$ cat src/verilog/tcp_rx_hdr_pkg.sv
`default_nettype none

package tcp_rx_hdr_pkg;

  ////////////////////////////////////////
  // header field widths
  ////////////////////////////////////////

  localparam int PORT_W = 16;
  localparam int SEQ_W  = 32;
  localparam int LEN_W  = 16;

  typedef logic [PORT_W-1:0] port_t; // tcp port number
  typedef logic [SEQ_W-1:0]  seq_t;  // sequence or ack number
  typedef logic [LEN_W-1:0]  len_t;  // payload length in bytes

endpackage : tcp_rx_hdr_pkg

`default_nettype wire

$ cat src/verilog/tcp_rx_ctrl_pkg.sv
`default_nettype none

package tcp_rx_ctrl_pkg;

  // filter fsm
  typedef enum logic [1:0] {
    FLT_IDLE = 2'd0, // waiting for a header
    FLT_RECV = 2'd1, // accepted, bytes go to the buffer
    FLT_DROP = 2'd2  // rejected, bytes discarded
  } flt_state_t;

  // ack fsm
  typedef enum logic [1:0] {
    ACK_IDLE = 2'd0,
    ACK_WAIT = 2'd1, // quiet period running
    ACK_SEND = 2'd2  // ack requested
  } ack_state_t;

  localparam int ACK_TIMEOUT_DEF    = 32'd20;
  localparam int FIFO_DEPTH_LOG_DEF = 10;

endpackage : tcp_rx_ctrl_pkg

`default_nettype wire

$ cat src/verilog/tcp_rx_ack.sv
`timescale 1ns/1ps
`default_nettype none

module tcp_rx_ack
  import tcp_rx_hdr_pkg::*;
  import tcp_rx_ctrl_pkg::*;
#(
  parameter int ACK_TIMEOUT = ACK_TIMEOUT_DEF
)(
  input  wire logic clk,
  input  wire logic rst,
  input  wire logic init,      // load pulse from the control block
  input  wire seq_t init_ack,
  input  wire logic connected,
  input  wire logic seg_done,
  input  wire len_t seg_len,
  input  wire logic seg_err,
  input  wire logic ack_sent,
  output seq_t      loc_ack,
  output logic      send_ack
);

  ack_state_t  state;
  logic [31:0] cnt;
  logic        seg_ok;

  assign seg_ok = seg_done && !seg_err; // errored segments are not acked

  ////////////////////////////////////////
  // local ack number
  ////////////////////////////////////////

  always_ff @(posedge clk) begin
    if (rst) begin
      loc_ack <= '0;
    end else if (init) begin
      loc_ack <= init_ack;
    end else if (seg_ok) begin
      loc_ack <= loc_ack + seq_t'(seg_len);
    end
  end

  ////////////////////////////////////////
  // delayed ack request
  ////////////////////////////////////////

  always_ff @(posedge clk) begin
    if (rst) begin
      state <= ACK_IDLE;
      cnt   <= '0;
    end else if (!connected || init) begin
      state <= ACK_IDLE;
      cnt   <= '0;
    end else begin
      case (state)
        ACK_IDLE: begin
          if (seg_ok) begin
            state <= ACK_WAIT;
            cnt   <= '0;
          end
        end
        ACK_WAIT: begin
          if (seg_ok) begin
            cnt <= '0; // more data, restart the quiet period
          end else if (cnt == 32'(ACK_TIMEOUT - 1)) begin
            state <= ACK_SEND;
          end else begin
            cnt <= cnt + 32'd1;
          end
        end
        ACK_SEND: begin
          if (ack_sent) state <= ACK_IDLE; // held until the ack goes out
        end
        default: state <= ACK_IDLE;
      endcase
    end
  end

  assign send_ack = (state == ACK_SEND);

endmodule : tcp_rx_ack

`default_nettype wire

$ cat config.mk
export PLATFORM = sky130hd
export DESIGN_NAME = tcp_rx_ack
export DESIGN_NICKNAME = d
export VERILOG_FILES = /design/src/verilog/tcp_rx_hdr_pkg.sv /design/src/verilog/tcp_rx_ctrl_pkg.sv /design/src/verilog/tcp_rx_ack.sv
export SDC_FILE = /design/constraint.sdc
export NUM_CORES = 1
export LEC_CHECK = 0
export ABC_AREA = 1
export BUFFER_PORTS_ARGS = -buffer_cell sky130_fd_sc_hd__buf_2
export CORE_ASPECT_RATIO = 1.75
export CORE_MARGIN = 3
export CORE_UTILIZATION = 50
export DETAILED_ROUTE_END_ITERATION = 7
export PLACE_DENSITY = 0.75
export RECOVER_POWER = 50
export SYNTH_ARGS = -nofsm -noshare
export SYNTH_HDL_FRONTEND = slang
export SYNTH_SLANG_ARGS = --single-unit
export TNS_END_PERCENT = 30
$ cat constraint.sdc
create_clock -name clk -period 2.1 [get_ports clk]
set_input_delay 0.42 -clock clk [delete_from_list [all_inputs] [get_ports clk]]
set_output_delay 0.42 -clock clk [all_outputs]
set_load 0.1 [all_outputs]
After elaboration in Yosys (flattened, before gate mapping)

Cells that the tools add are included.

$add $sub $neg: 2
Equal/unequal tests: 8
Multiplexer cells: 11
Reductions and logical operators: 10

Operators with widths:

| operator                                        | number |
|---|---|
| two-way mux 32 bit                              | 5 |
| one-hot mux 32 bit (2 select lines)             | 1 |
| adder 32 x 1 -> 32 bit (second input constant)  | 1 |
| adder 32 x 16 -> 32 bit                         | 1 |
| == test 32 x 5 -> 1 bit (second input constant) | 1 |
| two-way mux 2 bit                               | 4 |
| != test 2 bit (second input constant)           | 4 |
| one-hot mux 2 bit (3 select lines)              | 1 |
| AND reduction 4 bit                             | 1 |
| nonzero test 2 bit                              | 2 |
| != test 3 bit (second input constant)           | 1 |
| AND reduction 3 bit                             | 1 |
| == test 2 x 1 -> 1 bit (second input constant)  | 1 |
| == test 2 bit (second input constant)           | 1 |
| logical NOT 1 bit                               | 2 |
| logical NOT 2 bit                               | 1 |
| OR reduction 2 bit                              | 1 |
| logical AND 1 bit                               | 1 |
| logical OR 1 bit                                | 1 |

Register bits: 66
Bits of input ports: 55
Output and inout bits: 33
Logic and storage cells: 34

Depth between registers and ports, before layout

Gate-level depths: netlist of run 1.

Depth in word-level cells: 4
Depth in mapped cells: 13

Worst setup path after synthesis of run 1

No wires, ideal clock.

Path kind: flip-flop to flip-flop
From: reg loc_ack[3]
To: reg loc_ack[12]
Setup time: 132 ps
Arrival time: 2379 ps
Path slack: -411 ps
Stages on the path, launching flop included: 9
Buffers on the path: 0
Clock period less this slack: 2511 ps
Cell sequence: dfxtp_1 -> ha_1 -> or2_2 -> and2_1 -> nand3_1 -> nand3_1 -> or2_2 -> nand3_1 -> a21oi_1

Cells in the longest elaborated chain, start to end: 3

RTL lines:

| what                    | line             | source |
|---|---|---|
| from (decl)             | tcp_rx_ack.sv:19 | `output seq_t loc_ack,` |
| from (signal assigned)  | tcp_rx_ack.sv:37 | `loc_ack <= init_ack;` |
| from (signal assigned)  | tcp_rx_ack.sv:39 | `loc_ack <= loc_ack + seq_t'(seg_len);` |
| adder 32 x 16 -> 32 bit | tcp_rx_ack.sv:39 |  |
| two-way mux 32 bit      | tcp_rx_ack.sv:38 | `end else if (seg_ok) begin` |
| two-way mux 32 bit      | tcp_rx_ack.sv:36 | `end else if (init) begin` |

Every way passes these cells. The select of a mux whose other input is x is not followed.
A chain may end at the register's enable or synchronous reset.

Worst setup path in the final report of run 1

From: reg loc_ack[0]
To: reg loc_ack[12]

The elaborated chain is that of the path after synthesis.

==> metrics.md, run 1 <==
| Metric | Value |
|---|---|
| Longest Clk Path Bufs | 2 |
| Total power | roughly 0.0038 W |
| Fin Setup TNS | 0 ps |
| Rel. slew slack | about 36% |
| Die height | about 140 um |
| Via count | 6264 |
| Root Driver | clkbuf_16 |
| Worst hold stages | 3 |
| Storage cell area | around 1300 um2 |
| Combinational power share | between 20% and 30% |
| Clock Sink Count | 66 |
| Peak VDD IR | approximately 0.46 mV |
| Unrepaired setup endpoints after global routing | false |
| Sequential Power Share | a little over a third |
| Avg Cell Area, Syn | ~5.8 um2 |
| Hold Vio Cnt, Final | 0 |
| Core area | a little over 10000 um2 |
| DR vias/cell | roughly 5.5 |
| Finished Layout Cells | between 1000 and 1500 |
| Internal Power | roughly 0.0024 W |
| Reg2reg end | loc_ack[12] |
| Share of layout cells above drive strength 1 | approximately 17% |
| Final min period | about 2000 ps |
| Area leader, netlist | dfxtp_1 |
| Post-CTS Setup Inserts | 0 |
| Cells after Synth | roughly 900 |
| DRC violations left | 0 |
| Largest net degree at the start of global routing | 33 |
| FF-to-FF path depth | 10 |
| Initial antenna violation count | 1 |
| Final setup fails | 0 |
| Port Buf Inserts | just under 90 |
| Commonest cells post-synth | nand2_1 (277), inv_1 (127), nand3_1 (93), nor2_1 (72), dfxtp_1 (66) |
| Fillers | 1104 |
| Syn Nets | 975 |
| Worst hold path type | primary input to flop |
| Hpwl dp | between 10000 and 15000 um |
| Starting density of the core | roughly 51% |
| Kind of end point of the critical path | flop |
| RR Startpoint | loc_ack[0] |
| Top cells by area, synth | dfxtp_1 (25%), nand2_1 (20%), inv_1 (9.0%) |
| Antenna Nets Post-Route | 0 |
| Post-synth EDFFs | 0 |
| Leakage power | slightly below 3 nW |
| Max cap viols | 0 |
| Switching part of the total | a little over a third |
| Synth warnings | 0 |
| Crit path required time | 2310 ps |
| Critical Path AT | 2180 ps |
| Status | completed |
| Switching power | 0.00131 W |
| Final-report max-slew violation count | 0 |
| Setup WS pre-CTS | -129 ps |
| Most frequent cell after synthesis | nand2_1 |
| Crit share post-route | approximately 94% |
| Rows | 49 |
| Area after DPL | 5980 um2 |
| Total CTS buffers | 9 |
| Worst-path fanout max | 4 |
| Die width | 83.6 um |
| FF+latch count, synth | 66 |
| IO Pins | 88 |
| Main flop type after synthesis | dfxtp_1 |
| Nets | approximately 1100 |
| Post-route cell area | around 6300 um2 |
| CTS tree | done |
| Avg WL per Cell | around 15 um |
| # H-tree levels | 3 |
| Post-Syn Area | between 5000 and 6000 um2 |
| PwrDens | between 600 and 700 nW/um2 |
| Detailed-router iteration count before antenna repair | 5 |
| First-pass GRT wire length | 28100 um |
| Hold path start | init_ack[6] |
| Total grt overflow | 0 |
| Post-synth cell types | 37 |
| Clock power frac | 39.4% |
| Tot GR Track Use | slightly below 30% |
| Area of the multi-input gates | 3330 um2 |
| Reg2reg setup slack | around 130 ps |
| Min-Delay Endpoint | loc_ack[6] |
| Startpoint Class | flop |
| Worst slew pin tran | 953 ps |
| Area grow syn2layout | 18.8% |
| Worst-path clk slew | around 60 ps |
| Critical path type | flop to flop |
| Vias in the first global route | between 6000 and 7000 |
| Die Area | 11900 um2 |
| Fmax achieved | about 510 MHz |
| Final Skew | a little over 7 ps |
| Final wirelength | about 17000 um |
| Routability cong. | 1.00 |
| FFs w/ async S/R, synth | 0% |
| Synth top area share | between 20% and 30% |
| Seq/Total Area, Yosys | around a quarter |
| Placed Cells | roughly 1100 |
| Worst-Skew Late Latency | around 340 ps |
| Setup ws final | 127 ps |
| Iteration-0 DRC count of the detailed router | 367 |
layout make-up:
cell class | instances | share of cell area, %
antenna | 1 | 0.0400
clock buffer | 15 | 4.44
clock inverter | 1 | 0.120
inverter | 132 | 7.92
multi-input combinational | 675 | 53.2
sequential | 66 | 21.5
tap | 127 | 2.54
timing repair buffer | 113 | 10.2
routing by layer:
metal	vias to the layer above	global-route usage, %	wire [um]
met2	238	57.4	9350
met3	76	3.31	898
li1	3119	-	-
met5	-	0	0
met4	0	21.1	1170
met1	2831	27.8	5790
power groups by stage:
stage | sequential, W | combinational (W) | clock, W
after CTS | 0.00135 | 0.000931 | 0.00149
after global routing | 0.00135 | 0.00101 | 0.00154
after detailed placement | 0.00137 | 0.000927 | 0
final | 0.00135 | 0.000926 | 0.00148
after floorplan | 0.00166 | 0.000384 | 0
after global placement | 0.00137 | 0.000924 | 0
per-stage QoR:
step	hold WS, ps	utilization (%)
after floorplan	470	-
after global placement	483	58.1
after detailed placement	491	58.1
after CTS	346	60.8
after global routing	379	60.7
final	346	60.7
critical path, cell delays in order, from the launching register on:
cell and delay [ps]:
dfxtp_1 320, ha_1 210, fa_1 380, nand2_1 100
nand2_1 70, and2_1 160, nand3_1 80, nand3_1 120
or2_2 290, nand3_1 70, a21oi_1 60
layout by cell type, fill, tap and decap left out, types with 6 or more instances in the layout:
master,n
nand2_1,275
inv_1,127
nand3_1,93
nor2_1,70
a21oi_1,64
buf_2,55
dfxtp_1,45
nand4_1,36
clkbuf_2,32
o21ai_0,25
nor3_1,24
dfxtp_2,21
buf_4,20
ha_1,17
xor2_1,14
clkbuf_16,9
a22o_1,7
a31oi_1,7
clkbuf_1,7
a21o_1,6
registers in the layout, summed over array words and instances (netlist names):
| signal | count |
|---|---|
| cnt | 32 |
| loc_ack | 32 |
| state | 2 |
logic make-up (layout without fill, tap and decap cells):
logic type	Yosys count	in the layout	synth area share, %
AND/OR/NAND/NOR	528	528	44.0
buffers and inverters	161	261	12.0
AO/OA/AOI/OAI	114	114	12.1
flip-flops	66	66	25.1
adder cells (fa/ha/maj)	18	18	4.42
XOR/XNOR	15	15	2.49
other	0	1	0
worst max path at each step:
stage,startpoint,to,cells past startpoint
after floorplan,loc_ack[26],loc_ack[31],8
after global placement,seg_len[0],loc_ack[12],11
after detailed placement,seg_len[0],loc_ack[12],11
after CTS,loc_ack[0],loc_ack[12],10
after global routing,loc_ack[0],loc_ack[12],10
final,loc_ack[0],loc_ack[12],10
timing repair:
item                       4_1_cts  5_1_grt
resized for setup                0        2
hold endpoints to repair         0        0
hold buffers                     0        0
setup endpoints to repair        0        4
No activity file was read; power rests on OpenSTA's default activity.
==> run 2: changes to the inputs <==
- CORE_UTILIZATION: 50 -> 47
- CTS_CLUSTER_SIZE: not set -> 14
- PLACE_DENSITY: 0.75 -> 0.71
==> metrics.md, run 2 (same netlist as run 1, synthesis figures left out) <==
| Metric | Value |
|---|---|
| Status | completed |
| Final-report max-slew violation count | 0 (unchanged) |
| Avg WL per Cell | 15.5 um (+2.0%) |
| # H-tree levels | 3 (unchanged) |
| First-pass GRT wire length | 28600 um (+1.8%) |
| Final wirelength | 17600 um (+2.5%) |
| Worst-Skew Late Latency | 340 ps (about the same) |
| Largest net degree at the start of global routing | 33 (unchanged) |
| Worst-path fanout max | 3 (-1) |
| Tot GR Track Use | 28.6% (-0.87 points) |
| Post-CTS Setup Inserts | 0 (unchanged) |
| Unrepaired setup endpoints after global routing | false |
| Via count | 6171 (-1.5%) |
| Initial antenna violation count | 0 (-1) |
| Starting density of the core | 48.7% (-2.5 points) |
| Longest Clk Path Bufs | 2 (unchanged) |
| Hpwl dp | 13700 um (+2.9%) |
| Crit share post-route | 92.6% (-1.4 points) |
| Setup ws final | 156 ps (+29.6 ps) |
| Top Registers | cnt: 32 flops, loc_ack: 32 flops, state: 2 flops |
| Clock Sink Count | 66 (unchanged) |
| Vias in the first global route | 5988 (-1.9%) |
| Total grt overflow | 0 (unchanged) |
| Share of layout cells above drive strength 1 | 17.8% (+1.1 points) |
| Critical path type | flop to flop |
| Antenna diodes | 0 (-1) |
| Worst-path clk slew | 60 ps (about the same) |
| Critical Path AT | 2210 ps (+30 ps) |
| Iteration-0 DRC count of the detailed router | 308 (-16%) |
| Root Driver | clkbuf_16 |
| Nets | 1074 (+0.37%) |
| Area grow syn2layout | 20.0% |
| Setup WS pre-CTS | -110 ps (+19.3 ps) |
| Peak VDD IR | 0.417 mV (-8.8%) |
| Die width | 86.0 um (+2.9%) |
| Detailed-router iteration count before antenna repair | 5 (unchanged) |
| Die Area | 12600 um2 (+6.0%) |
| Crit path required time | 2360 ps (+50 ps) |
| Total CTS buffers | 9 (unchanged) |
| CTS tree | done |
| DR vias/cell | 5.44 (-1.9%) |
| Commonest cells after routing, fill and taps aside | nand2_1 (274), inv_1 (127), nand3_1 (92) |
| Leakage power | 2.95 nW (+1.3%) |
| Rel. slew slack | 62.3% (+26 points) |
| Final setup fails | 0 (unchanged) |
| Max cap viols | 0 (unchanged) |
| Commonest non-fill, non-tap cell in the layout | nand2_1 |
| Util after Layout | 58.4% (-2.3 points) |
| DRC violations left | 0 (unchanged) |
| Worst hold path type | primary input to flop |
| Reg2reg setup slack | 160 ps (+30 ps) |
| Final min period | 1940 ps (-29.6 ps) |
| Final Skew | 7.08 ps (-0.134 ps) |
| Startpoint Class | flop |
| IO Pins | 88 (unchanged) |
| Worst slew pin tran | 568 ps (-385 ps) |
| Port Buf Inserts | 87 (unchanged) |
| Routability cong. | 0.998 (-0.38%) |
| Die height | 146 um (+3.0%) |
| Antenna Nets Post-Route | 0 (unchanged) |
| PwrDens | 607 nW/um2 (+1.1%) |
| Hold Vio Cnt, Final | 0 (unchanged) |
| Kind of end point of the critical path | flop |
| Rows | 50 (+2.0%) |
| Core area | 10800 um2 (+5.1%) |
| Fmax achieved | 514 MHz (+1.5%) |
run 2: final timing paths:
path | depth (start not counted) | end | start
worst min register to register | 2 | loc_ack[8] | loc_ack[8]
worst max register to register | 13 | loc_ack[22] | loc_ack[0]
worst min-delay path | 3 | loc_ack[8] | init_ack[8]
worst max-delay path | 13 | loc_ack[22] | loc_ack[0]
run 2: power breakdown:
group / switching [W] / internal, W
combinational: 0.000689 / 0.000257
clock: 0.000600 / 0.000941
sequential: 0.0000485 / 0.00130
total: 0.00134 / 0.00250
run 2: cell type report:
cell class / instances / area (um2)
Clock buffer: 10 / 239
Clock inverter: 5 / 55.1
Fill cell: 1113 / 4500
Inverter: 132 / 495
Multi-Input combinational cell: 675 / 3340
Sequential cell: 66 / 1350
Tap cell: 130 / 163
Timing Repair Buffer: 117 / 678
run 2: layer usage:
metal / vias up / GRT usage [%] / routed length, um
met5: - / 0 / 0
met4: 0 / 16.4 / 1020
met3: 67 / 3.11 / 769
met2: 213 / 54.1 / 9690
met1: 2764 / 29.2 / 6150
li1: 3127 / - / -
run 2: critical path: stages, from the launching register on:
cell and delay, ps:
dfxtp_2 330, ha_1 200, fa_2 340, nand2_1 90, nand2_1 80, nand3b_1 90, nand2_1 100, nand2_1 90
nand2_1 150, nand2_1 120, nand2_1 50, nand2_1 50, nand3_1 60, a21oi_1 120
run 2: timing repair:
action / 4_1_cts / 5_1_grt
hold buffers: 0 / 0
resized for setup: 0 / 6
setup endpoints to repair: 0 / 12
endpoints found under the hold margin: 0 / 0
run 2: stage by stage:
stage          cell area (um2)  cells  power, W  hold WS [ps]  TNS, ps
2_1_floorplan             5300    902   0.00205           470     -166
3_3_place_gp              6010   1120   0.00232           481     -202
3_5_place_dp              6010   1120   0.00232           489     -598
4_1_cts                   6310   1135   0.00385           343        0
5_1_grt                   6320   1135   0.00401           352        0
6_report                  6320   1135   0.00384           348        0
