**src/verilog/tcp_rx_hdr_pkg.sv**
```systemverilog
`default_nettype none

package tcp_rx_hdr_pkg;

  ////////////////////////////////////////
  // header field widths
  ////////////////////////////////////////

  localparam int PORT_W = 16;
  localparam int SEQ_W  = 32;
  localparam int LEN_W  = 16;

  typedef logic [PORT_W-1:0] port_t; // tcp port number
  typedef logic [SEQ_W-1:0]  seq_t;  // sequence or ack number
  typedef logic [LEN_W-1:0]  len_t;  // payload length in bytes

endpackage : tcp_rx_hdr_pkg

`default_nettype wire

```
**src/verilog/tcp_rx_ctrl_pkg.sv**
```systemverilog
`default_nettype none

package tcp_rx_ctrl_pkg;

  // filter fsm
  typedef enum logic [1:0] {
    FLT_IDLE = 2'd0, // waiting for a header
    FLT_RECV = 2'd1, // accepted, bytes go to the buffer
    FLT_DROP = 2'd2  // rejected, bytes discarded
  } flt_state_t;

  // ack fsm
  typedef enum logic [1:0] {
    ACK_IDLE = 2'd0,
    ACK_WAIT = 2'd1, // quiet period running
    ACK_SEND = 2'd2  // ack requested
  } ack_state_t;

  localparam int ACK_TIMEOUT_DEF    = 32'd20;
  localparam int FIFO_DEPTH_LOG_DEF = 10;

endpackage : tcp_rx_ctrl_pkg

`default_nettype wire

```
**src/verilog/tcp_rx_filter.sv**
```systemverilog
`timescale 1ns/1ps
`default_nettype none

module tcp_rx_filter
  import tcp_rx_hdr_pkg::*;
  import tcp_rx_ctrl_pkg::*;
#(
  parameter int FIFO_DEPTH_LOG = FIFO_DEPTH_LOG_DEF
)(
  input  wire logic                  clk,
  input  wire logic                  rst,
  // parsed header
  input  wire logic                  hdr_val,
  input  wire port_t                 src_port,
  input  wire port_t                 dst_port,
  input  wire seq_t                  seq_num,
  input  wire logic                  ack_flag,
  input  wire len_t                  pld_len,
  // payload stream
  input  wire logic                  strm_val,
  input  wire logic [7:0]            strm_dat,
  input  wire logic                  strm_err,
  input  wire logic                  strm_eof,
  // control block
  input  wire port_t                 loc_port,
  input  wire port_t                 rem_port,
  input  wire logic                  connected,
  input  wire seq_t                  loc_ack,
  // buffer
  input  wire logic [FIFO_DEPTH_LOG:0] free_cnt,
  output logic                       wr,
  output logic [7:0]                 wr_dat,
  output logic                       wr_err,
  output logic                       wr_eof,
  // to ack tracking
  output logic                       seg_done,
  output len_t                       seg_len,
  output logic                       seg_err
);

  flt_state_t              state;
  logic [FIFO_DEPTH_LOG:0] room;
  logic                    port_ok;
  logic                    fits;
  logic                    accept;
  logic                    err_acc;
  len_t                    len_q;

  ////////////////////////////////////////
  // acceptance rule
  ////////////////////////////////////////

  // a write in this cycle is not yet reflected in free_cnt
  assign room    = free_cnt - {{FIFO_DEPTH_LOG{1'b0}}, wr};
  assign port_ok = (src_port == rem_port) && (dst_port == loc_port);
  assign fits    = 32'(pld_len) <= 32'(room);
  assign accept  = connected && port_ok && ack_flag && (seq_num == loc_ack) &&
                   (pld_len != '0) && fits;

  always_ff @(posedge clk) begin
    if (rst) begin
      state    <= FLT_IDLE;
      wr       <= 1'b0;
      seg_done <= 1'b0;
      err_acc  <= 1'b0;
    end else begin
      wr       <= 1'b0;
      seg_done <= 1'b0;
      case (state)
        FLT_IDLE, FLT_DROP: begin
          if (hdr_val) begin
            state   <= accept ? FLT_RECV : FLT_DROP;
            err_acc <= 1'b0;
          end else if (state == FLT_DROP && strm_val && strm_eof) begin
            state <= FLT_IDLE; // end of the rejected segment
          end
        end
        FLT_RECV: begin
          if (strm_val) begin
            wr      <= 1'b1;
            err_acc <= err_acc | strm_err;
            if (strm_eof) begin
              seg_done <= 1'b1; // lines up with the last write
              state    <= FLT_IDLE;
            end
          end
        end
        default: state <= FLT_IDLE;
      endcase
    end
  end

  // payload side, qualified by wr and seg_done
  always_ff @(posedge clk) begin
    if (hdr_val) len_q <= pld_len;
    wr_dat  <= strm_dat;
    wr_err  <= strm_err;
    wr_eof  <= strm_eof;
    seg_len <= len_q;
    seg_err <= err_acc | strm_err; // err over the whole segment
  end

endmodule : tcp_rx_filter

`default_nettype wire

```
**config.mk**
```make
export PLATFORM = sky130hd
export DESIGN_NAME = tcp_rx_filter
export DESIGN_NICKNAME = d
export VERILOG_FILES = /design/src/verilog/tcp_rx_hdr_pkg.sv /design/src/verilog/tcp_rx_ctrl_pkg.sv /design/src/verilog/tcp_rx_filter.sv
export SDC_FILE = /design/constraint.sdc
export NUM_CORES = 1
export LEC_CHECK = 0
export BUFFER_PORTS_ARGS = -buffer_cell sky130_fd_sc_hd__buf_2
export CAP_MARGIN = 30
export CORE_MARGIN = 4
export CORE_UTILIZATION = 39
export CTS_CLUSTER_DIAMETER = 60
export DETAILED_ROUTE_END_ITERATION = 6
export PLACE_DENSITY = 0.81
export SLEW_MARGIN = 0
export SYNTH_ARGS = -nofsm -noshare
export SYNTH_HDL_FRONTEND = slang
export SYNTH_SLANG_ARGS = --single-unit
export TNS_END_PERCENT = 50
```
**constraint.sdc**
```tcl
create_clock -name clk -period 2.6 [get_ports clk]
set_input_delay 0.13 -clock clk [delete_from_list [all_inputs] [get_ports clk]]
set_output_delay 0.13 -clock clk [all_outputs]
set_load 0.05 [all_outputs]
```
* Word level (Yosys, flattened, before mapping) *
Index checks and enable logic that the tools add are counted.

word-level totals
  input port bits = 171
  register bits after elaboration = 48
  word-level logic and storage cells = 51
  output and inout port bits = 29

operators by class
  multiplexer cells = 11
  eq/ne operators = 9
  add/subtract/negate cells = 1
  reduce and logical (&&, ||, !) cells = 16
  $lt $le $gt $ge = 1
  bitwise operators = 3

operators by type and width
  kind                                                              count
  16-bit == test                                                    2
  32-bit == test                                                    1
  16-bit by 11-bit less-or-equal comparator with 1-bit output       1
  16-bit nonzero test                                               1
  11-bit by 1-bit subtractor with 11-bit output                     1
  2-bit 2-to-1 mux                                                  5
  1-bit logical AND                                                 8
  2-bit != test (second input constant)                             3
  3-bit AND reduction                                               2
  1-bit 2-to-1 mux                                                  4
  2-bit one-hot mux with 2 select lines                             1
  2-bit OR reduction                                                2
  3-bit != test (second input constant)                             1
  3-bit OR reduction                                                1
  2-bit by 1-bit == test with 1-bit output (second input constant)  1
  2-bit == test (second input constant)                             1
  2-bit zero test                                                   1
  1-bit NOT                                                         2
  1-bit one-hot mux with 2 select lines                             1
  2-bit nonzero test                                                1
  1-bit bitwise OR                                                  1

* Logic depth before layout (Yosys ltp) *
Gate-level depths: netlist (run 1).

  depth after elaboration = 10
  mapped depth = 12
  depth with buffers taken out = 12

* Worst setup path after synthesis (run 1) *
OpenSTA, ideal clock, no wires.

  path kind = reg2reg
  start = reg wr
  end = reg state[0]
  clock period less this slack = 2696 ps
  path buffers = 0
  cell stages (with the launch flop) = 12
  data required time = 2541 ps
  data arrival time = 2637 ps
  path slack = -96 ps
  setup time = 59 ps
  cells stage by stage = dfxtp_1 > ha_1 > ha_1 > nand2_1 > nor3_1 > xnor2_1 > ha_1 > nand4_1 > or3_1 > o21ai_0 > and4b_1 > a32o_2

between the ends
  word-level cells in the longest chain between the ends = 6

RTL lines
  element                                                      RTL line             text
  start: declaration                                           tcp_rx_filter.sv:31  output logic wr,
  start signal: assignment                                     tcp_rx_filter.sv:63  wr <= 1'b0;
  start signal: assignment                                     tcp_rx_filter.sv:67  wr <= 1'b0;
  start signal: assignment                                     tcp_rx_filter.sv:80  wr <= 1'b1;
  11-bit by 1-bit subtractor with 11-bit output                tcp_rx_filter.sv:54  assign room = free_cnt - {{FIFO_DEPTH_LOG{1'b0}}, wr};
  16-bit by 11-bit less-or-equal comparator with 1-bit output  tcp_rx_filter.sv:56  assign fits = 32'(pld_len) <= 32'(room);
  1-bit logical AND                                            tcp_rx_filter.sv:58  (pld_len != '0) && fits;
  2-bit 2-to-1 mux                                             tcp_rx_filter.sv:72  state <= accept ? FLT_RECV : FLT_DROP;
  2-bit 2-to-1 mux                                             tcp_rx_filter.sv:71  if (hdr_val) begin
  2-bit one-hot mux with 2 select lines                        tcp_rx_filter.sv:69  case (state)
  end signal: assignment                                       tcp_rx_filter.sv:72
  end: declaration                                             tcp_rx_filter.sv:41  flt_state_t state;

No other way between the ends.
A chain may end at the register's enable or synchronous reset.

* Worst setup path in the final report (run 1) *
Ends and elaborated chain as after synthesis.

==> run metrics, run 1 <==
result of the run completed; WHS Path Cells 1; Std-Cell Core Area between 0.005 and 0.006 mm^2; synth unique cells 34; area share of the largest cell type after synthesis a little over a quarter; reg2reg end state[0]$_SDFFE_PP0P_; maximum ir drop on the vdd rail ~0.42 mV; Register-to-Register Setup Slack approximately 230 ps; count of nets left with antenna violations after detail routing 0; ANT cells 0; hold endpoint len_q[14]$_DFFE_PP_; max cap viols 0; hpwl dp between 6 and 7 mm; vias 2,487; total power after layout ~1.9 mW; post-synthesis adder-cell area fraction around 6.7%; combined global-route utilization of all metal layers approximately a fifth; number of global-route vias before repair approximately 2,700; worst flop-to-flop path startpoint wr$_SDFF_PP0_; fraction of final layout cells with drive strength greater than 1 48.3%; min Tclk post-route around 2400 ps; largest cells by area after synthesis dfxtp_1 (26%), edfxtp_1 (20%), xnor2_1 (13%), xor2_1 (8.3%), ha_1 (6.7%); RSZ-0062 raised after global routing false; number of antenna violations at the first check in global routing 0; Non-Filler Cell Area, Final 0.00379 mm^2; Netlist Area Pre-Place 0.00242 mm^2; cell count after placement between 500 and 600; worst path arrival time around 2600 ps; GRT Residual Overflow 0; DRT iter0 DRCs 62; share of synthesized flip-flops with an asynchronous set or reset 0%; number of levels the H-tree was split into 2; clock tree from TritonCTS built; clock tree root driver cell clkbuf_8; Post-synth top cells xnor2_1 (35), dfxtp_1 (32), xor2_1 (23); Hold Crit Start pld_len[14]; CP Class reg2reg; cell taking the most area after synthesis dfxtp_1; Die Height between 80 and 90 um; sort of element at the end of the critical path register; number of synthesized flops with an enable pin 16; fin util 63.3%; Required @ worst endpoint roughly 2900 ps; initial cell density of the core 40.4%; setup slack of the critical path after layout between 200 and 250 ps; most common cell in the synthesized netlist xnor2_1; routability-driven placement congestion ratio slightly below 0.9; synthesized net count roughly 420; simple-gate area share of the yosys netlist 14.9%; smallest hold slack about 19 ps; Synthesis Warnings 0; skew final about 3.1 ps; post-detailed-routing wire length roughly 7.5 mm; setup tns final 0 ps; clk_lat worst skew about 300 ps; P&R area growth vs syn 56.5%; mean instance size in the synthesized netlist between 10 and 15 um^2; net count of the finished layout about 630; Pins Over Slew Limit 0; TritonCTS Buffers 5; logic depth of the worst register-to-register path 11; number of rows created at floorplan 28; leakage dissipation around 1.8 nW; clock tree sinks between 40 and 50; #FFs+latches synth between 40 and 50; overall die area between 0.007 and 0.008 mm^2; non-filler instance count after layout ~520; final hold violations 0; detailed-route DRC error count 0; transition time at the pin with the least slew margin 466 ps; clock edge transition at the registers on the reported setup and hold paths ~80 ps; Worst Setup Slack post-DPL ~64 ps; maximum number of pins on one net before global-route repair 20; cell count after synthesis between 200 and 250; Max Clock Freq around 420 MHz; Power Dens Cells between 400 and 500 mW/mm^2; post-synthesis share of cell area spent on xor and xnor gates 21.0%; worst-path fanout max 3; drt wl/cell around 14 um; first-pass iteration count of the detailed router 4; dominant combinational cell family by area after synthesis XOR/XNOR gates; post-CTS setup buffer count 0; die width approximately 87 um; min-delay worst type in2reg; share of the synthesized area in compound gates (AO/OA/AOI/OAI) under 10%; number of vias per cell after detailed routing 4.75; multiplexer area fraction after synthesis 0%; part of the cycle the worst path needs just over 90%; I/O pin count 200; post-synthesis sequential area ratio around 46%; wire length of the first global-routing pass 11.5 mm; buffer levels on the longest clock path 2; post-place instance area between 0.003 and 0.004 mm^2; Most used DFF post-synth dfxtp_1; final count of negative-setup-slack endpoints 0; worst relative slew slack around two thirds; startpoint type of the worst setup path register; buffers added on ports 199
## worst max-delay path, cell delays in order, from the launching register on
cell,delay [ps]
dfxtp_2,360
ha_4,150
ha_4,140
nand2_2,90
nor3_4,200
xnor2_1,90
ha_1,310
nand4_1,150
or3_1,360
o21ai_0,80
and4b_1,230
a32o_2,160
## how the worst max path moves through the flow
stage	start	endpoint	slack, ps	depth (start not counted)
3_5_place_dp	wr$_SDFF_PP0_	state[0]$_SDFFE_PP0P_	60	11
4_1_cts	wr$_SDFF_PP0_	state[0]$_SDFFE_PP0P_	30	11
6_report	wr$_SDFF_PP0_	state[0]$_SDFFE_PP0P_	230	11
3_3_place_gp	wr$_SDFF_PP0_	state[0]$_SDFFE_PP0P_	180	11
5_1_grt	wr$_SDFF_PP0_	state[0]$_SDFFE_PP0P_	40	11
2_1_floorplan	wr$_SDFF_PP0_	state[0]$_SDFFE_PP0P_	90	11
## state kept, by name, summed over array words and instances (netlist names)
signal / count
err_acc: 1
len_q: 16
seg_done: 1
seg_err: 1
seg_len: 16
state: 2
wr: 1
wr_dat: 8
wr_eof: 1
wr_err: 1
## logic make-up after synthesis
| group | after synthesis |
|---|---|
| and+or+nand+nor | 64 |
| DFF | 48 |
| buffers and inverters | 22 |
| adders and majority gates | 13 |
| xor gates and xnor gates | 58 |
| AOI/OAI and AO/OA | 27 |
## power by group
| group | switching [mW] | internal (mW) | total (mW) |
|---|---|---|---|
| Clock | 0.229 | 0.345 | 0.574 |
| Sequential | 0.0106 | 0.825 | 0.836 |
| Combinational | 0.253 | 0.203 | 0.456 |
| Total | 0.492 | 1.37 | 1.87 |
## layout make-up
cell class | count | area, um^2
Multi-Input combinational cell | 162 | 1270
Fill cell | 486 | 2200
Timing Repair Buffer | 209 | 1100
Clock inverter | 1 | 30.0
Tap cell | 75 | 93.8
Inverter | 22 | 82.6
Clock buffer | 7 | 97.6
Sequential cell | 48 | 1120
## cells in the final DEF, fill, tap and decap left out, types with 2 or more instances in the layout
master	count
a2111oi_0	2
a21oi_1	4
buf_2	199
clkbuf_8	5
dfxtp_1	31
dlygate4sd3_1	10
edfxtp_1	16
ha_1	11
ha_4	2
inv_1	22
nand2_1	6
nand3_1	5
nand4_1	12
nor2_1	8
nor2b_1	6
nor3_1	3
nor3_2	2
nor4_1	11
o21ai_0	4
o22ai_1	8
or3_1	2
or4_1	2
xnor2_1	35
xor2_1	23
## per-layer routing
| metal | wire length [um] | GRT usage [%] | part of all wire, % |
|---|---|---|---|
| met3 | 662 | 4.94 | 8.8 |
| met4 | 195 | 8.22 | 2.6 |
| met2 | 4210 | 38.6 | 56 |
| met5 | 0 | 0 | 0 |
| met1 | 2470 | 19.0 | 33 |
## repair_timing
| action | CTS | global route |
|---|---|---|
| hold buffers | 10 | 0 |
| endpoints found under the hold margin | 10 | 0 |
| setup endpoints to repair | 0 | 2 |
| gates resized for setup | 0 | 9 |
(Power assumes the default switching activity.)
==> inputs of run 2 (changes only) <==
Settings changed: BUFFER_PORTS_ARGS -buffer_cell sky130_fd_sc_hd__buf_2 to -buffer_cell sky130_fd_sc_hd__buf_4, GPL_TIMING_DRIVEN set to 1.
==> run metrics, run 2 (synthesis results as in run 1) <==
result of the run completed; number of vias per cell after detailed routing around 4.8; largest delay contributor family on the critical path simple AND/OR/NAND/NOR gates; worst-path fanout max 3; max cap viols 0; clock edge transition at the registers on the reported setup and hold paths 80 ps; TritonCTS Buffers 5; worst path buffer plus inverter count 0; die width around 87 um; part of the cycle the worst path needs approximately 94%; maximum ir drop on the vdd rail about 0.49 mV; clock tree sinks 48; net count of the finished layout about 630; Required @ worst endpoint about 2900 ps; routability-driven placement congestion ratio about 0.88; hpwl dp 7.11 mm; startpoint type of the worst setup path register; min-delay worst type in2reg; Die Height around 87 um; most frequent cells in the layout buf_4 (199), xnor2_1 (35), dfxtp_1 (31), xor2_1 (23), inv_1 (22); Worst Setup Slack post-DPL 84.7 ps; clock tree from TritonCTS built; leakage dissipation between 1.5 and 2 nW; number of global-route vias before repair between 2,000 and 3,000; highest routing layer actually used met4; routed wire length on met2 4.51 mm; combined global-route utilization of all metal layers between 20% and 30%; worst path arrival time 2700 ps; initial cell density of the core between 40% and 50%; count of nets left with antenna violations after detail routing 0; GRT Residual Overflow 0; min Tclk post-route roughly 2400 ps; number of antenna violations at the first check in global routing 0; Max Clock Freq slightly above 400 MHz; first-pass iteration count of the detailed router 4; buffer levels on the longest clock path 2; non-filler instance count after layout 525; setup slack of the critical path after layout approximately 150 ps; P&R area growth vs syn 74.5%; Largest regs len_q (16), seg_len (16), wr_dat (8); post-detailed-routing wire length between 7 and 8 mm; worst relative slew slack about two thirds; buffers added on ports just under 200; final hold violations 0; overall die area around 0.0075 mm^2; cell type with the highest occurrence count on the critical path ha_2; filler cell count 478; skew final roughly 1.8 ps; setup tns final 0 ps; sort of element at the end of the critical path register; post-place instance area around 0.0040 mm^2; worst path cell trace ha_2 > ha_2 > nand2_2 > nor3_2 > xnor2_1 > ha_1 > nand4_1 > or3_1 > o21ai_0 > and4b_1 > a32o_2; Non-Filler Cell Area, Final approximately 0.0042 mm^2; DRT iter0 DRCs 65; RSZ-0062 raised after global routing false; maximum number of pins on one net before global-route repair 20; clock tree root driver cell clkbuf_8; most frequent standard cell in the layout excluding fill and tap cells buf_4; routed length on met3 between 700 and 800 um; ANT cells 0; final count of negative-setup-slack endpoints 0; post-CTS setup buffer count 0; detailed-route DRC error count 0; crit path max-delay cell type or3_1; worst stage delay on the critical path 350 ps; fraction of final layout cells with drive strength greater than 1 48.0%; Std-Cell Core Area around 0.006 mm^2; wire length of the first global-routing pass between 10 and 15 mm; Power Dens Cells around 430 mW/mm^2; cell count after placement 506; Pins Over Slew Limit 0; number of levels the H-tree was split into 2; total power after layout 1.80 mW; drt wl/cell 15.1 um; clk_lat worst skew around 300 ps; vias 2,523; CP Class reg2reg; transition time at the pin with the least slew margin 497 ps; number of rows created at floorplan 28; I/O pin count 200; routed metal-1 wirelength 2.48 mm
==> run 2: changes by cell type in the layout (fill, tap and decap cells not counted), moves of 2 or more <==
| cell | previous run | this run |
|---|---|---|
| buf_2 | 199 | 0 |
| buf_4 | 0 | 199 |
| clkinvlp_4 | 0 | 2 |
| ha_2 | 0 | 2 |
| ha_4 | 2 | 0 |
==> run 2: final timing paths <==
check	slack, ps	to	cells after the start	from
worst max register to register	150	state[0]$_SDFFE_PP0P_	11	wr$_SDFF_PP0_
worst min register to register	350	seg_len[15]$_DFF_P_	0	len_q[15]$_DFFE_PP_
worst max-delay path	150	state[0]$_SDFFE_PP0P_	11	wr$_SDFF_PP0_
worst min-delay path	10	len_q[14]$_DFFE_PP_	1	pld_len[14]
==> run 2: what timing repair did <==
action                     in CTS  in global routing
gates resized for setup         0                  5
setup endpoints to repair       0                  2
hold buffers                   11                  0
hold endpoints to repair       11                  0
==> run 2: area by class of cell <==
| cell class | count | area [um^2] | share of cell area, % |
|---|---|---|---|
| repair buffers | 210 | 1600 | 38.0 |
| multi-input cells | 162 | 1240 | 29.2 |
| flip-flops and latches | 48 | 1120 | 26.6 |
| well taps | 75 | 93.8 | 2.22 |
| inverters | 22 | 82.6 | 1.95 |
| clock buffers | 5 | 68.8 | 1.63 |
| clock inverters | 3 | 18.8 | 0.444 |
==> run 2: where the power goes <==
part | leakage, nW | switching [mW] | internal [mW]
clock network | 0.0378 | 0.239 | 0.186
logic | 1.51 | 0.252 | 0.290
registers | 0.426 | 0.0125 | 0.826
==> run 2: routing by layer <==
layer / vias up / track usage (%)
met2: 119 / 39.9
met4: 0 / 7.79
met5: - / 0
li1: 1257 / -
met3: 13 / 5.80
met1: 1134 / 18.7
==> run 2: stage by stage <==
step / util (%) / hold WS, ps
after floorplan: - / 158
after global placement: 67.0 / 234
after detailed placement: 67.0 / 236
after CTS: 70.3 / 3.45
after global routing: 70.6 / 4.53
final: 70.6 / 10.3
==> inputs of run 3 (changes only) <==
Settings changed: BUFFER_PORTS_ARGS -buffer_cell sky130_fd_sc_hd__buf_4 to unset, CORE_AREA set to 4 4 76 78, CORE_MARGIN 4 to unset, CORE_UTILIZATION 39 to unset, DIE_AREA set to 0 0 80 82, DONT_BUFFER_PORTS set to 1, MAX_ROUTING_LAYER set to met4, PLACE_DENSITY 0.81 to unset.
==> run metrics, run 3 (synthesis results as in run 1) <==
min Tclk post-route around 2400 ps; transition time at the pin with the least slew margin 802 ps; clock tree root driver cell clkbuf_8; leakage dissipation roughly 1.1 nW; number of levels the H-tree was split into 2; post-place instance area 0.00252 mm^2; count of nets left with antenna violations after detail routing 0; routability-driven placement congestion ratio between 0.8 and 0.9; TritonCTS Buffers 5; hpwl dp 5.69 mm; RSZ-0062 raised after global routing false; number of global-route vias before repair between 1,500 and 2,000; buffer levels on the longest clock path 2; vias around 1,900; overall die area 0.00656 mm^2; worst-path fanout max 3; combined global-route utilization of all metal layers between 20% and 30%; Pins Over Slew Limit 0; Die Height approximately 80 um; Required @ worst endpoint about 2800 ps; detailed-route DRC error count 0; maximum number of pins on one net before global-route repair 19; result of the run completed; fraction of final layout cells with drive strength greater than 1 slightly below 8%; Power Dens Cells 541 mW/mm^2; drt wl/cell roughly 20 um; most frequent cells in the layout xnor2_1 (35), dfxtp_1 (31), dlygate4sd3_1 (29), xor2_1 (23), inv_1 (22); part of the cycle the worst path needs 92.6%; Largest regs len_q (16), seg_len (16), wr_dat (8); cell type with the highest occurrence count on the critical path ha_2; post-detailed-routing wire length between 6 and 7 mm; startpoint type of the worst setup path register; skew final approximately 5 ps; Std-Cell Core Area 0.00507 mm^2; CP Class reg2reg; Max Clock Freq roughly 420 MHz; buffers added on ports 0; ANT cells 0; number of rows created at floorplan 26; worst relative slew slack a little under half; crit path max-delay cell type or3_1; DRT iter0 DRCs between 70 and 80; clock tree sinks 48; P&R area growth vs syn 21.1%; I/O pin count 200; setup tns final 0 ps; sort of element at the end of the critical path register; die width approximately 80 um; first-pass iteration count of the detailed router 4; filler cell count ~460; worst path arrival time ~2700 ps; clk_lat worst skew ~290 ps; net count of the finished layout ~450; clock edge transition at the registers on the reported setup and hold paths about 90 ps; Non-Filler Cell Area, Final between 0.002 and 0.003 mm^2; max cap viols 0; GRT Residual Overflow 0; most frequent standard cell in the layout excluding fill and tap cells xnor2_1; clock tree from TritonCTS built; worst stage delay on the critical path between 300 and 400 ps; final hold violations 0; number of antenna violations at the first check in global routing 0; final count of negative-setup-slack endpoints 0; initial cell density of the core 47.7%; wire length of the first global-routing pass about 9.6 mm; min-delay worst type in2reg; maximum ir drop on the vdd rail between 0.3 and 0.4 mV; worst path cell trace ha_2 > ha_2 > nand2_2 > nor3_2 > xnor2_1 > ha_1 > nand4_1 > or3_1 > o21ai_2 > and4b_1 > a32o_2; number of vias per cell after detailed routing about 5.6
run 3: changes by cell type in the layout (fill, tap and decap cells not counted):
cell / delta
clkbuf_8: +1
clkinvlp_4: -1
clkinv_1: -1
inv_4: +1
o21ai_2: +1
o21ai_0: -1
dlygate4sd3_1: +18
buf_4: -197
run 3: final timing paths:
| kind | start | end | slack, ps | cells past startpoint |
|---|---|---|---|---|
| min reg2reg | len_q[10]$_DFFE_PP_ | seg_len[10]$_DFF_P_ | 350 | 0 |
| max reg2reg | wr$_SDFF_PP0_ | state[0]$_SDFFE_PP0P_ | 190 | 11 |
| max | wr$_SDFF_PP0_ | state[0]$_SDFFE_PP0P_ | 190 | 11 |
| min | strm_eof | state[0]$_SDFFE_PP0P_ | 30 | 2 |
run 3: stage by stage:
stage          hold slack, ps  utilization (%)  power, mW  instances  setup WS (ps)
6_report                 33.5             57.8       1.59        341            192
4_1_cts                  29.9             57.2       1.60        340           97.1
3_5_place_dp              158             49.6       1.11        303            119
2_1_floorplan             158                -       1.08        232           85.9
5_1_grt                  46.0             57.8       1.66        341           11.5
3_3_place_gp              158             49.6       1.10        303            200
run 3: report_power, final:
group / internal, mW / leakage (nW) / switching [mW]
logic: 0.115 / 0.642 / 0.0752
clock network: 0.216 / 0.0477 / 0.238
registers: 0.826 / 0.426 / 0.117
total: 1.16 / 1.12 / 0.431
run 3: final cells by class:
cell class                      instances  area (um^2)  area share, %
Inverter                               22         82.6           2.81
Clock buffer                            6         82.6           2.81
Clock inverter                          2         13.8          0.469
Multi-Input combinational cell        162         1240           42.3
Timing Repair Buffer                   31          305           10.4
Tap cell                               70         87.6           2.99
Sequential cell                        48         1120           38.3
run 3: metal layers:
layer	wire length (um)	GRT usage, %	up-vias	part of all wire, %
met5	0	-	-	0
met4	106	6.25	0	1.5
met3	562	3.73	9	8.1
met2	3880	39.1	130	56
met1	2410	21.3	873	35
li1	-	-	903	-
run 3: repair_timing:
action,in CTS,in global routing
endpoints found under the hold margin,48,0
resized for setup,0,7
setup buffers,0,1
hold buffers,29,0
endpoints found under the setup margin,0,2
run 3: critical path, delay by kind of cell (launching register included):
family / cells / cell delay, ps
adder cells (fa/ha/maj): 3 / 680
flip-flops: 1 / 340
AND/OR/NAND/NOR: 5 / 1030
XOR/XNOR: 1 / 80
AO/OA/AOI/OAI: 2 / 230
